<file path="config.mk">
export PLATFORM = sky130hd
export DESIGN_NAME = lc3b_mem_stage
export DESIGN_NICKNAME = d
export VERILOG_FILES = /design/src/hw/lc3b_ctrl_pkg.sv /design/src/hw/lc3b_types.sv /design/src/hw/mem_if.sv /design/src/hw/data_sram.sv /design/src/hw/lc3b_mem_stage.sv /design/src/hw/mem_control.sv /design/src/hw/mem_datapath.sv
export VERILOG_INCLUDE_DIRS = /design/src /design/src/hw
export SDC_FILE = /design/constraint.sdc
export NUM_CORES = 2
export LEC_CHECK = 0
export ABC_CLOCK_PERIOD_IN_PS = 4400
export BUFFER_PORTS_ARGS = -buffer_cell sky130_fd_sc_hd__buf_2
export CELL_PAD_IN_SITES_DETAIL_PLACEMENT = 1
export CELL_PAD_IN_SITES_GLOBAL_PLACEMENT = 2
export CORE_MARGIN = 2
export CORE_UTILIZATION = 46
export CTS_CLUSTER_DIAMETER = 100
export CTS_CLUSTER_SIZE = 28
export DETAILED_ROUTE_END_ITERATION = 8
export GPL_TIMING_DRIVEN = 0
export PLACE_DENSITY = 0.78
export SYNTH_ARGS = -nofsm -noshare
export SYNTH_HDL_FRONTEND = slang
export SYNTH_SLANG_ARGS = --single-unit
</file>
<file path="constraint.sdc">
create_clock -name clk -period 4.4 [get_ports clk]
set_input_delay 0.22 -clock clk [delete_from_list [all_inputs] [get_ports clk]]
set_output_delay 0.22 -clock clk [all_outputs]
set_load 0.005 [all_outputs]
</file>
<file path="src/hw/lc3b_defs.svh">
`ifndef LC3B_DEFS_SVH
`define LC3B_DEFS_SVH

// data word and address width.
`define LC3B_WORD_W 16

// sram depth in words.
`define LC3B_MEM_WORDS 256

// cycles from first request sample to resp.
`define LC3B_MEM_RESP_DLY 1

`endif

</file>
<file path="src/hw/lc3b_ctrl_pkg.sv">
package lc3b_ctrl_pkg;

    typedef enum logic [2:0] {
        MARMUX_ALU,
        MARMUX_PC,
        MARMUX_BR_ADD,
        MARMUX_RDATA,
        MARMUX_TRAP
    } marmux_sel_t;

    typedef enum logic [1:0] {
        MDRMUX_SR1,
        MDRMUX_RDATA,
        MDRMUX_SR1_BYTE  // low byte copied to both halves.
    } mdrmux_sel_t;

    typedef enum logic [2:0] {
        REGFILEMUX_ALU,
        REGFILEMUX_MDR,
        REGFILEMUX_BR_ADD,
        REGFILEMUX_PC,
        REGFILEMUX_SHIFT,
        REGFILEMUX_LDB
    } regfilemux_sel_t;

    typedef struct packed {
        marmux_sel_t     marmux_sel;
        mdrmux_sel_t     mdrmux_sel;
        regfilemux_sel_t regfilemux_sel;
        logic            load_mar;
        logic            load_mdr;
        logic            load_cc;
        logic            mem_read;
        logic            mem_write;
        logic [1:0]      mem_byte_enable;
    } lc3b_control_word;

endpackage : lc3b_ctrl_pkg

</file>
<file path="src/hw/lc3b_types.sv">
`include "lc3b_defs.svh"

package lc3b_types;

    typedef logic [`LC3B_WORD_W-1:0] lc3b_word;
    typedef logic [2:0] lc3b_reg;
    typedef logic [2:0] lc3b_nzp;  // n, z, p.

    typedef enum logic [3:0] {
        OP_BR   = 4'b0000,
        OP_LDB  = 4'b0010,
        OP_STB  = 4'b0011,
        OP_LDR  = 4'b0110,
        OP_STR  = 4'b0111,
        OP_SHF  = 4'b1101,
        OP_LEA  = 4'b1110,
        OP_TRAP = 4'b1111
    } lc3b_opcode;

    // base + offset form, also used by shf and br.
    typedef struct packed {
        lc3b_opcode opcode;
        lc3b_reg    dest;
        lc3b_reg    base;
        logic [5:0] offset6;
    } lc3b_mem_fmt;

    typedef struct packed {
        lc3b_opcode opcode;
        logic [3:0] zero;
        logic [7:0] trapvect8;
    } lc3b_trap_fmt;

    typedef union packed {
        lc3b_mem_fmt  mem;
        lc3b_trap_fmt trap;
    } lc3b_instr;

endpackage : lc3b_types

</file>
<file path="src/hw/mem_if.sv">
`timescale 1ns/100ps

interface mem_if;
    import lc3b_types::*;

    logic       read;
    logic       write;
    logic [1:0] wmask;
    lc3b_word   address;  // byte address.
    lc3b_word   wdata;
    lc3b_word   rdata;
    logic       resp;

    modport master (
        output read, write, wmask, address, wdata,
        input  rdata, resp
    );

    modport slave (
        input  read, write, wmask, address, wdata,
        output rdata, resp
    );

endinterface : mem_if

</file>
<file path="src/hw/data_sram.sv">
`timescale 1ns/100ps
`include "lc3b_defs.svh"

module data_sram (
    input logic   clk,
    input logic   rst_n,
    mem_if.slave  mem
);
    import lc3b_types::*;

    localparam int ADDR_W = $clog2(`LC3B_MEM_WORDS);

    lc3b_word          ram [`LC3B_MEM_WORDS];
    logic [ADDR_W-1:0] word_addr;
    logic [3:0]        dly_cnt;
    logic              req_new;

    initial ram = '{default: '0};

    assign word_addr = mem.address[ADDR_W:1];
    assign req_new   = (mem.read || mem.write) && (dly_cnt == 4'd0);  // first cycle only.
    assign mem.resp  = (dly_cnt == 4'd1);

    always_ff @(posedge clk)
    begin
        if (!rst_n)
            dly_cnt <= 4'd0;
        else if (req_new)
            dly_cnt <= 4'(`LC3B_MEM_RESP_DLY);
        else if (dly_cnt != 4'd0)
            dly_cnt <= dly_cnt - 4'd1;
    end

    always_ff @(posedge clk)
    begin
        if (req_new && mem.read)
            mem.rdata <= ram[word_addr];
        if (req_new && mem.write)
        begin
            if (mem.wmask[0])
                ram[word_addr][7:0] <= mem.wdata[7:0];
            if (mem.wmask[1])
                ram[word_addr][15:8] <= mem.wdata[15:8];
        end
    end

    assert property (@(posedge clk) disable iff (!rst_n) !(mem.read && mem.write));

endmodule : data_sram

</file>
<file path="src/hw/lc3b_mem_stage.sv">
`timescale 1ns/100ps
`include "lc3b_defs.svh"

module lc3b_mem_stage (
    input  logic                    clk,
    input  logic                    rst_n,
    input  logic                    start,
    input  logic [`LC3B_WORD_W-1:0] instruction,
    input  logic [`LC3B_WORD_W-1:0] alu_out,
    input  logic [`LC3B_WORD_W-1:0] pc_out,
    input  logic [`LC3B_WORD_W-1:0] br_add_out,
    input  logic [`LC3B_WORD_W-1:0] sr1_out,
    output logic                    done,
    output logic [`LC3B_WORD_W-1:0] result,
    output logic                    br_en
);
    import lc3b_types::*;
    import lc3b_ctrl_pkg::*;

    lc3b_instr        instr_q;
    lc3b_instr        cur_instr;
    lc3b_control_word ctrl;
    logic             addr_lsb;

    mem_if mem_bus ();

    // instruction only valid with start, held here for the rest.
    always_ff @(posedge clk)
    begin
        if (start)
            instr_q <= instruction;
    end

    assign cur_instr = start ? lc3b_instr'(instruction) : instr_q;

    mem_control u_control (
        .clk         (clk),
        .rst_n       (rst_n),
        .start       (start),
        .instruction (cur_instr),
        .resp        (mem_bus.resp),
        .addr_lsb    (addr_lsb),
        .ctrl        (ctrl),
        .done        (done)
    );

    mem_datapath u_datapath (
        .clk            (clk),
        .rst_n          (rst_n),
        .ctrl           (ctrl),
        .alu_out        (alu_out),
        .pc_out         (pc_out),
        .br_add_out     (br_add_out),
        .sr1_out        (sr1_out),
        .instruction    (cur_instr),
        .mem            (mem_bus.master),
        .regfilemux_out (result),
        .br_en          (br_en),
        .addr_lsb       (addr_lsb)
    );

    data_sram u_sram (
        .clk   (clk),
        .rst_n (rst_n),
        .mem   (mem_bus.slave)
    );

endmodule : lc3b_mem_stage

</file>
<file path="src/hw/mem_control.sv">
`timescale 1ns/100ps

module mem_control (
    input  logic                             clk,
    input  logic                             rst_n,
    input  logic                             start,
    input  lc3b_types::lc3b_instr            instruction,
    input  logic                             resp,
    input  logic                             addr_lsb,
    output lc3b_ctrl_pkg::lc3b_control_word  ctrl,
    output logic                             done
);
    import lc3b_types::*;
    import lc3b_ctrl_pkg::*;

    typedef enum logic [1:0] {
        S_IDLE,
        S_ADDR,
        S_MEM,
        S_FINISH
    } state_t;

    state_t     state;
    state_t     next_state;
    lc3b_opcode opcode;
    logic       is_load;
    logic       is_store;

    assign opcode   = instruction.mem.opcode;
    assign is_load  = (opcode == OP_LDR) || (opcode == OP_LDB) || (opcode == OP_TRAP);
    assign is_store = (opcode == OP_STR) || (opcode == OP_STB);
    assign done     = (state == S_FINISH);

    always_ff @(posedge clk)
    begin
        if (!rst_n)
            state <= S_IDLE;
        else
            state <= next_state;
    end

    always_comb
    begin
        next_state = state;
        case (state)
            S_IDLE:   if (start) next_state = (is_load || is_store) ? S_ADDR : S_FINISH;
            S_ADDR:   next_state = S_MEM;
            S_MEM:    if (resp) next_state = S_FINISH;
            S_FINISH: next_state = S_IDLE;
            default:  next_state = S_IDLE;
        endcase
    end

    always_comb
    begin
        ctrl = '0;
        ctrl.marmux_sel      = MARMUX_ALU;
        ctrl.mdrmux_sel      = MDRMUX_SR1;
        ctrl.regfilemux_sel  = REGFILEMUX_ALU;
        ctrl.mem_byte_enable = 2'b11;
        case (state)
            S_ADDR:
            begin
                ctrl.load_mar = 1'b1;
                if (opcode == OP_TRAP)
                    ctrl.marmux_sel = MARMUX_TRAP;
                ctrl.load_mdr = is_store;
                if (opcode == OP_STB)
                    ctrl.mdrmux_sel = MDRMUX_SR1_BYTE;
            end
            S_MEM:
            begin
                ctrl.mem_read  = is_load;
                ctrl.mem_write = is_store;
                if (opcode == OP_STB)
                    ctrl.mem_byte_enable = addr_lsb ? 2'b10 : 2'b01;  // one lane only.
                if (is_load)
                begin
                    ctrl.mdrmux_sel = MDRMUX_RDATA;
                    ctrl.load_mdr   = resp;
                end
            end
            S_FINISH:
            begin
                case (opcode)
                    OP_LDR, OP_TRAP: ctrl.regfilemux_sel = REGFILEMUX_MDR;
                    OP_LDB:          ctrl.regfilemux_sel = REGFILEMUX_LDB;
                    OP_LEA:          ctrl.regfilemux_sel = REGFILEMUX_BR_ADD;
                    OP_SHF:          ctrl.regfilemux_sel = REGFILEMUX_SHIFT;
                    default:         ctrl.regfilemux_sel = REGFILEMUX_ALU;
                endcase
                ctrl.load_cc = (opcode == OP_LDR) || (opcode == OP_LDB) ||
                               (opcode == OP_LEA) || (opcode == OP_SHF);
            end
            default:
            begin
                ctrl.load_mar = 1'b0;
            end
        endcase
    end

    // caller must wait for done before the next start.
    assert property (@(posedge clk) disable iff (!rst_n) start |-> state == S_IDLE);

    assert property (@(posedge clk) disable iff (!rst_n) resp |-> state == S_MEM);

endmodule : mem_control

</file>
<file path="src/hw/mem_datapath.sv">
`timescale 1ns/100ps

module mem_datapath (
    input  logic                            clk,
    input  logic                            rst_n,
    input  lc3b_ctrl_pkg::lc3b_control_word ctrl,
    input  lc3b_types::lc3b_word            alu_out,
    input  lc3b_types::lc3b_word            pc_out,
    input  lc3b_types::lc3b_word            br_add_out,
    input  lc3b_types::lc3b_word            sr1_out,
    input  lc3b_types::lc3b_instr           instruction,
    mem_if.master                           mem,
    output lc3b_types::lc3b_word            regfilemux_out,
    output logic                            br_en,
    output logic                            addr_lsb
);
    import lc3b_types::*;
    import lc3b_ctrl_pkg::*;

    lc3b_word   mar;
    lc3b_word   mdr;
    lc3b_word   marmux_out;
    lc3b_word   mdrmux_out;
    lc3b_word   trap_addr;
    lc3b_word   shift_out;
    lc3b_word   ldb_out;
    lc3b_nzp    gencc_out;
    lc3b_nzp    cc;
    logic [3:0] imm4;
    logic       shift_a;
    logic       shift_d;

    assign mem.read    = ctrl.mem_read;
    assign mem.write   = ctrl.mem_write;
    assign mem.wmask   = ctrl.mem_byte_enable;
    assign mem.address = mar;
    assign mem.wdata   = mdr;
    assign addr_lsb    = mar[0];

    assign trap_addr = lc3b_word'({instruction.trap.trapvect8, 1'b0});  // vector table is word sized.

    always_comb
    begin
        case (ctrl.marmux_sel)
            MARMUX_ALU:    marmux_out = alu_out;
            MARMUX_PC:     marmux_out = pc_out;
            MARMUX_BR_ADD: marmux_out = br_add_out;
            MARMUX_RDATA:  marmux_out = mem.rdata;
            MARMUX_TRAP:   marmux_out = trap_addr;
            default:       marmux_out = '0;
        endcase
    end

    always_comb
    begin
        case (ctrl.mdrmux_sel)
            MDRMUX_SR1:      mdrmux_out = sr1_out;
            MDRMUX_RDATA:    mdrmux_out = mem.rdata;
            MDRMUX_SR1_BYTE: mdrmux_out = {2{sr1_out[7:0]}};
            default:         mdrmux_out = '0;
        endcase
    end

    always_ff @(posedge clk)
    begin
        if (ctrl.load_mar)
            mar <= marmux_out;
        if (ctrl.load_mdr)
            mdr <= mdrmux_out;
    end

    // shf fields sit in offset6.
    assign imm4    = instruction.mem.offset6[3:0];
    assign shift_d = instruction.mem.offset6[4];
    assign shift_a = instruction.mem.offset6[5];

    always_comb
    begin
        if (!shift_d)
            shift_out = sr1_out << imm4;
        else if (shift_a)
            shift_out = lc3b_word'($signed(sr1_out) >>> imm4);
        else
            shift_out = sr1_out >> imm4;
    end

    assign ldb_out = lc3b_word'(mar[0] ? mdr[15:8] : mdr[7:0]);

    always_comb
    begin
        case (ctrl.regfilemux_sel)
            REGFILEMUX_ALU:    regfilemux_out = alu_out;
            REGFILEMUX_MDR:    regfilemux_out = mdr;
            REGFILEMUX_BR_ADD: regfilemux_out = br_add_out;
            REGFILEMUX_PC:     regfilemux_out = pc_out;
            REGFILEMUX_SHIFT:  regfilemux_out = shift_out;
            REGFILEMUX_LDB:    regfilemux_out = ldb_out;
            default:           regfilemux_out = '0;
        endcase
    end

    assign gencc_out[2] = regfilemux_out[15];
    assign gencc_out[1] = ~|regfilemux_out;
    assign gencc_out[0] = ~regfilemux_out[15] && |regfilemux_out;

    always_ff @(posedge clk)
    begin
        if (!rst_n)
            cc <= 3'b010;  // z.
        else if (ctrl.load_cc)
            cc <= gencc_out;
    end

    assign br_en = |(cc & instruction.mem.dest);

    // request must not move until the sram answers.
    assert property (@(posedge clk) disable iff (!rst_n)
        (mem.read || mem.write) && !mem.resp |=> $stable(mem.address) && $stable(mem.wdata));

endmodule : mem_datapath

</file>
==> results_dict.tcl <==
set metrics [dict create \
    start_util 0.462 \
    violations "capacitance limit, slew limit, setup timing" \
    maxSlewHeadroom -0.0835 \
    clockRootBuffer "clkbuf_16" \
    syn_area_per_cell_um2 22.8 \
    core_area_mm2 0.352 \
    p_leak_uw 0.0570 \
    setup.worst_path.start_class "register" \
    drt_pass1_iterations 8 \
    setup-tns-final_ps -102840 \
    wire_per_inst_um 52.7 \
    final_cell_count_no_fill 12700 \
    syn2layout_area_growth_pct 16.1 \
    synth_cell_types 85 \
    grt_pass1_wl_um 863000 \
    dr.first_iter.drc_count 18400 \
    gp_congestion 1.02 \
    num_vias 92100 \
    cp-end-kind "register" \
    cts_max_path_buffers 4 \
    antenna_found_initial 58 \
    period_needed_ps 4650 \
    nNetsFinal 7959 \
    seq_area_frac_synth 0.766 \
    die_h_um 599 \
    fin_skew_ps 55.3 \
    avgViaCountPerCell 7.26 \
    rows 218 \
    cts.sink_count 4161 \
    fin_area_mm2 0.189 \
    wl_met2_um 289000 \
    finalSetupViolations 1335 \
    grt_usage 0.373 \
    fp.dieArea_mm2 0.359 \
    arrival_ps 5240 \
    first_global_vias 86900 \
    power.density_mw_per_mm2 497 \
    wl_met3_um 108000 \
    cts_tree "built" \
    drtAntennaViolNets 0 \
    required_ps 4990 \
    hold_viol_final 0 \
    finalCritPeriodShare 1.06 \
    die_x_um 599 \
    grt_remaining_overflow 0 \
    drc 0 \
    clkTransAtPathRegs_ps 120 \
    layout_common_cells "edfxtp_1, mux4_2, nor2_4, buf_16, clkbuf_16" \
    fin_ws_ps -254 \
    numCtsBuffers 175 \
    tightestPinTransition_ps 1630 \
    rsz0062_at_grt "yes" \
    synth_ff_type "edfxtp_1" \
    outcome "complete, but fails checks" \
    clock.fmax_mhz 215 \
    hold_path.class "primary input to register" \
    clk_latency_ps 970 \
    cp_max_fo 10 \
    port_buffers 74 \
    syn_nets 7238 \
    final_common_cell "edfxtp_1" \
    grt_start_max_net_pins 38 \
    synth_edf_count 4137 \
    netlist_area_mm2 0.163 \
    wl_met1_um 213000 \
    dp_hpwl_um 476000 \
    cts_max_level 4 \
    placed_area_mm2 0.176 \
    max_cap_violations 2 \
    irDropWorstVdd_mv 0.389 \
    synthCells 7148 \
    dr.max_layer_used "met5" \
    io_pins 101 \
    yosysWarnings 0 \
    dp_cells 12200 \
    wirelength_um 669000 \
    async_reset_ff_frac 0 \
    critPathKind "register to register" \
    ys_seq_elements 4161 \
    layout-drive-gt1-share 0.383 \
    drv_slew 23 \
    fin_util 0.537 \
]
-- repair_timing --
item / CTS / global route
gates cloned: 0 / 0
pin swaps: 8 / 8
resized for setup: 1400 / 298
hold buffers: 53 / 0
endpoints found under the hold margin: 43 / 0
setup endpoints to repair: 4115 / 2567
setup buffers: 30 / 99
-- Yosys cell counts (7+ instances only) --
master	count	area, um^2
o32ai_1	8	70.1
nor3b_1	7	52.6
dfxtp_1	24	480
inv_1	17	63.8
edfxtp_1	4137	124000
nand3_1	59	295
a31oi_1	12	75.1
clkbuf_1	268	1010
mux2_2	28	315
a21oi_1	39	195
o22ai_1	8	50.1
buf_2	74	370
a22o_1	15	131
a22oi_1	31	233
ha_1	7	87.6
nor2_1	573	2150
nor3_1	20	100
a222oi_1	10	100
a221o_1	9	90.1
nand2_1	115	432
nor2b_1	12	75.1
buf_1	99	372
mux2i_1	46	460
mux4_2	1325	29800
nand2b_1	7	43.8
o21ai_0	35	175
a221oi_1	7	61.3
-- logic make-up (layout without fill, tap and decap cells) --
| logic type | count (synthesis) | in the layout | share of synthesized area |
|---|---|---|---|
| flops | 4161 | 4161 | 0.766 |
| fa+ha+maj | 7 | 7 | 0.000538 |
| buf+inv | 472 | 1228 | 0.0117 |
| other cells | 0 | 54 | 0 |
| simple gates | 846 | 846 | 0.0217 |
| compound gates | 252 | 252 | 0.0115 |
| mux | 1407 | 1407 | 0.189 |
| xor+xnor | 3 | 3 | 0.000161 |
-- sequential cells by signal, summed over array words and instances, names as in the netlist --
register / count
u_sram.mem.rdata: 16
u_control.state: 2
u_datapath.mem.wdata: 16
u_sram.dly_cnt: 4
u_sram.ram: 4096
u_datapath.cc: 3
instr_q: 15
u_datapath.mem.address: 9
-- per-stage QoR --
step	total power, uW	worst slack (ps)	hold slack [ps]
floorplan	55200	-262	309
global placement	69200	-5960	462
detailed placement	70800	-3540	465
CTS	91100	-184	0.754
global route	93600	-87.3	64.7
finish	94000	-254	30.0
-- cell type report --
type	count	area [um^2]
flip-flops and latches	4161	125000
well taps	4730	5920
clock buffers	189	4520
fillers	29800	163000
diodes	54	135
multi-input cells	2515	40000
inverters	24	95.1
repair buffers	549	9090
plain buffers	443	4300
clock inverters	23	304
-- report_power, final --
part	internal (uW)	total [uW]	switching [uW]
logic	10500	30600	20100
clock network	7520	19900	12400
registers	43400	43500	133
total	61300	94000	32700
-- worst max-delay path, stage by stage (launching register included) --
cell,delay [ps]
edfxtp_1,580
clkbuf_4,380
clkbuf_8,340
clkbuf_4,550
clkbuf_2,490
buf_12,260
mux4_2,400
mux2i_4,430
o21ai_1,120
nor2_1,230
o211ai_1,360
-- path summary, 6_finish.rpt --
| path | from | end | slack (ps) | depth (start not counted) |
|---|---|---|---|---|
| worst min register to register | instr_q[7]$_DFF_P_ | instr_q[7]$_DFF_P_ | 490 | 1 |
| worst max-delay path | u_datapath.mem.address[4]$_DFFE_PN_ | u_sram.mem.rdata[6]$_DFFE_PP_ | -250 | 10 |
| worst max register to register | u_datapath.mem.address[4]$_DFFE_PN_ | u_sram.mem.rdata[6]$_DFFE_PP_ | -250 | 10 |
| worst min-delay path | alu_out[9] | u_datapath.cc[1]$_SDFFE_PN1P_ | 30 | 6 |
-- per-layer routing --
| layer | vias to the layer above | track usage |
|---|---|---|
| met5 | - | 0.00775 |
| met4 | 20 | 0.279 |
| met3 | 1990 | 0.161 |
| met2 | 9427 | 0.530 |
| met1 | 49000 | 0.453 |
| li1 | 31700 | - |
Note: power is estimated with default switching activity, not from simulation.
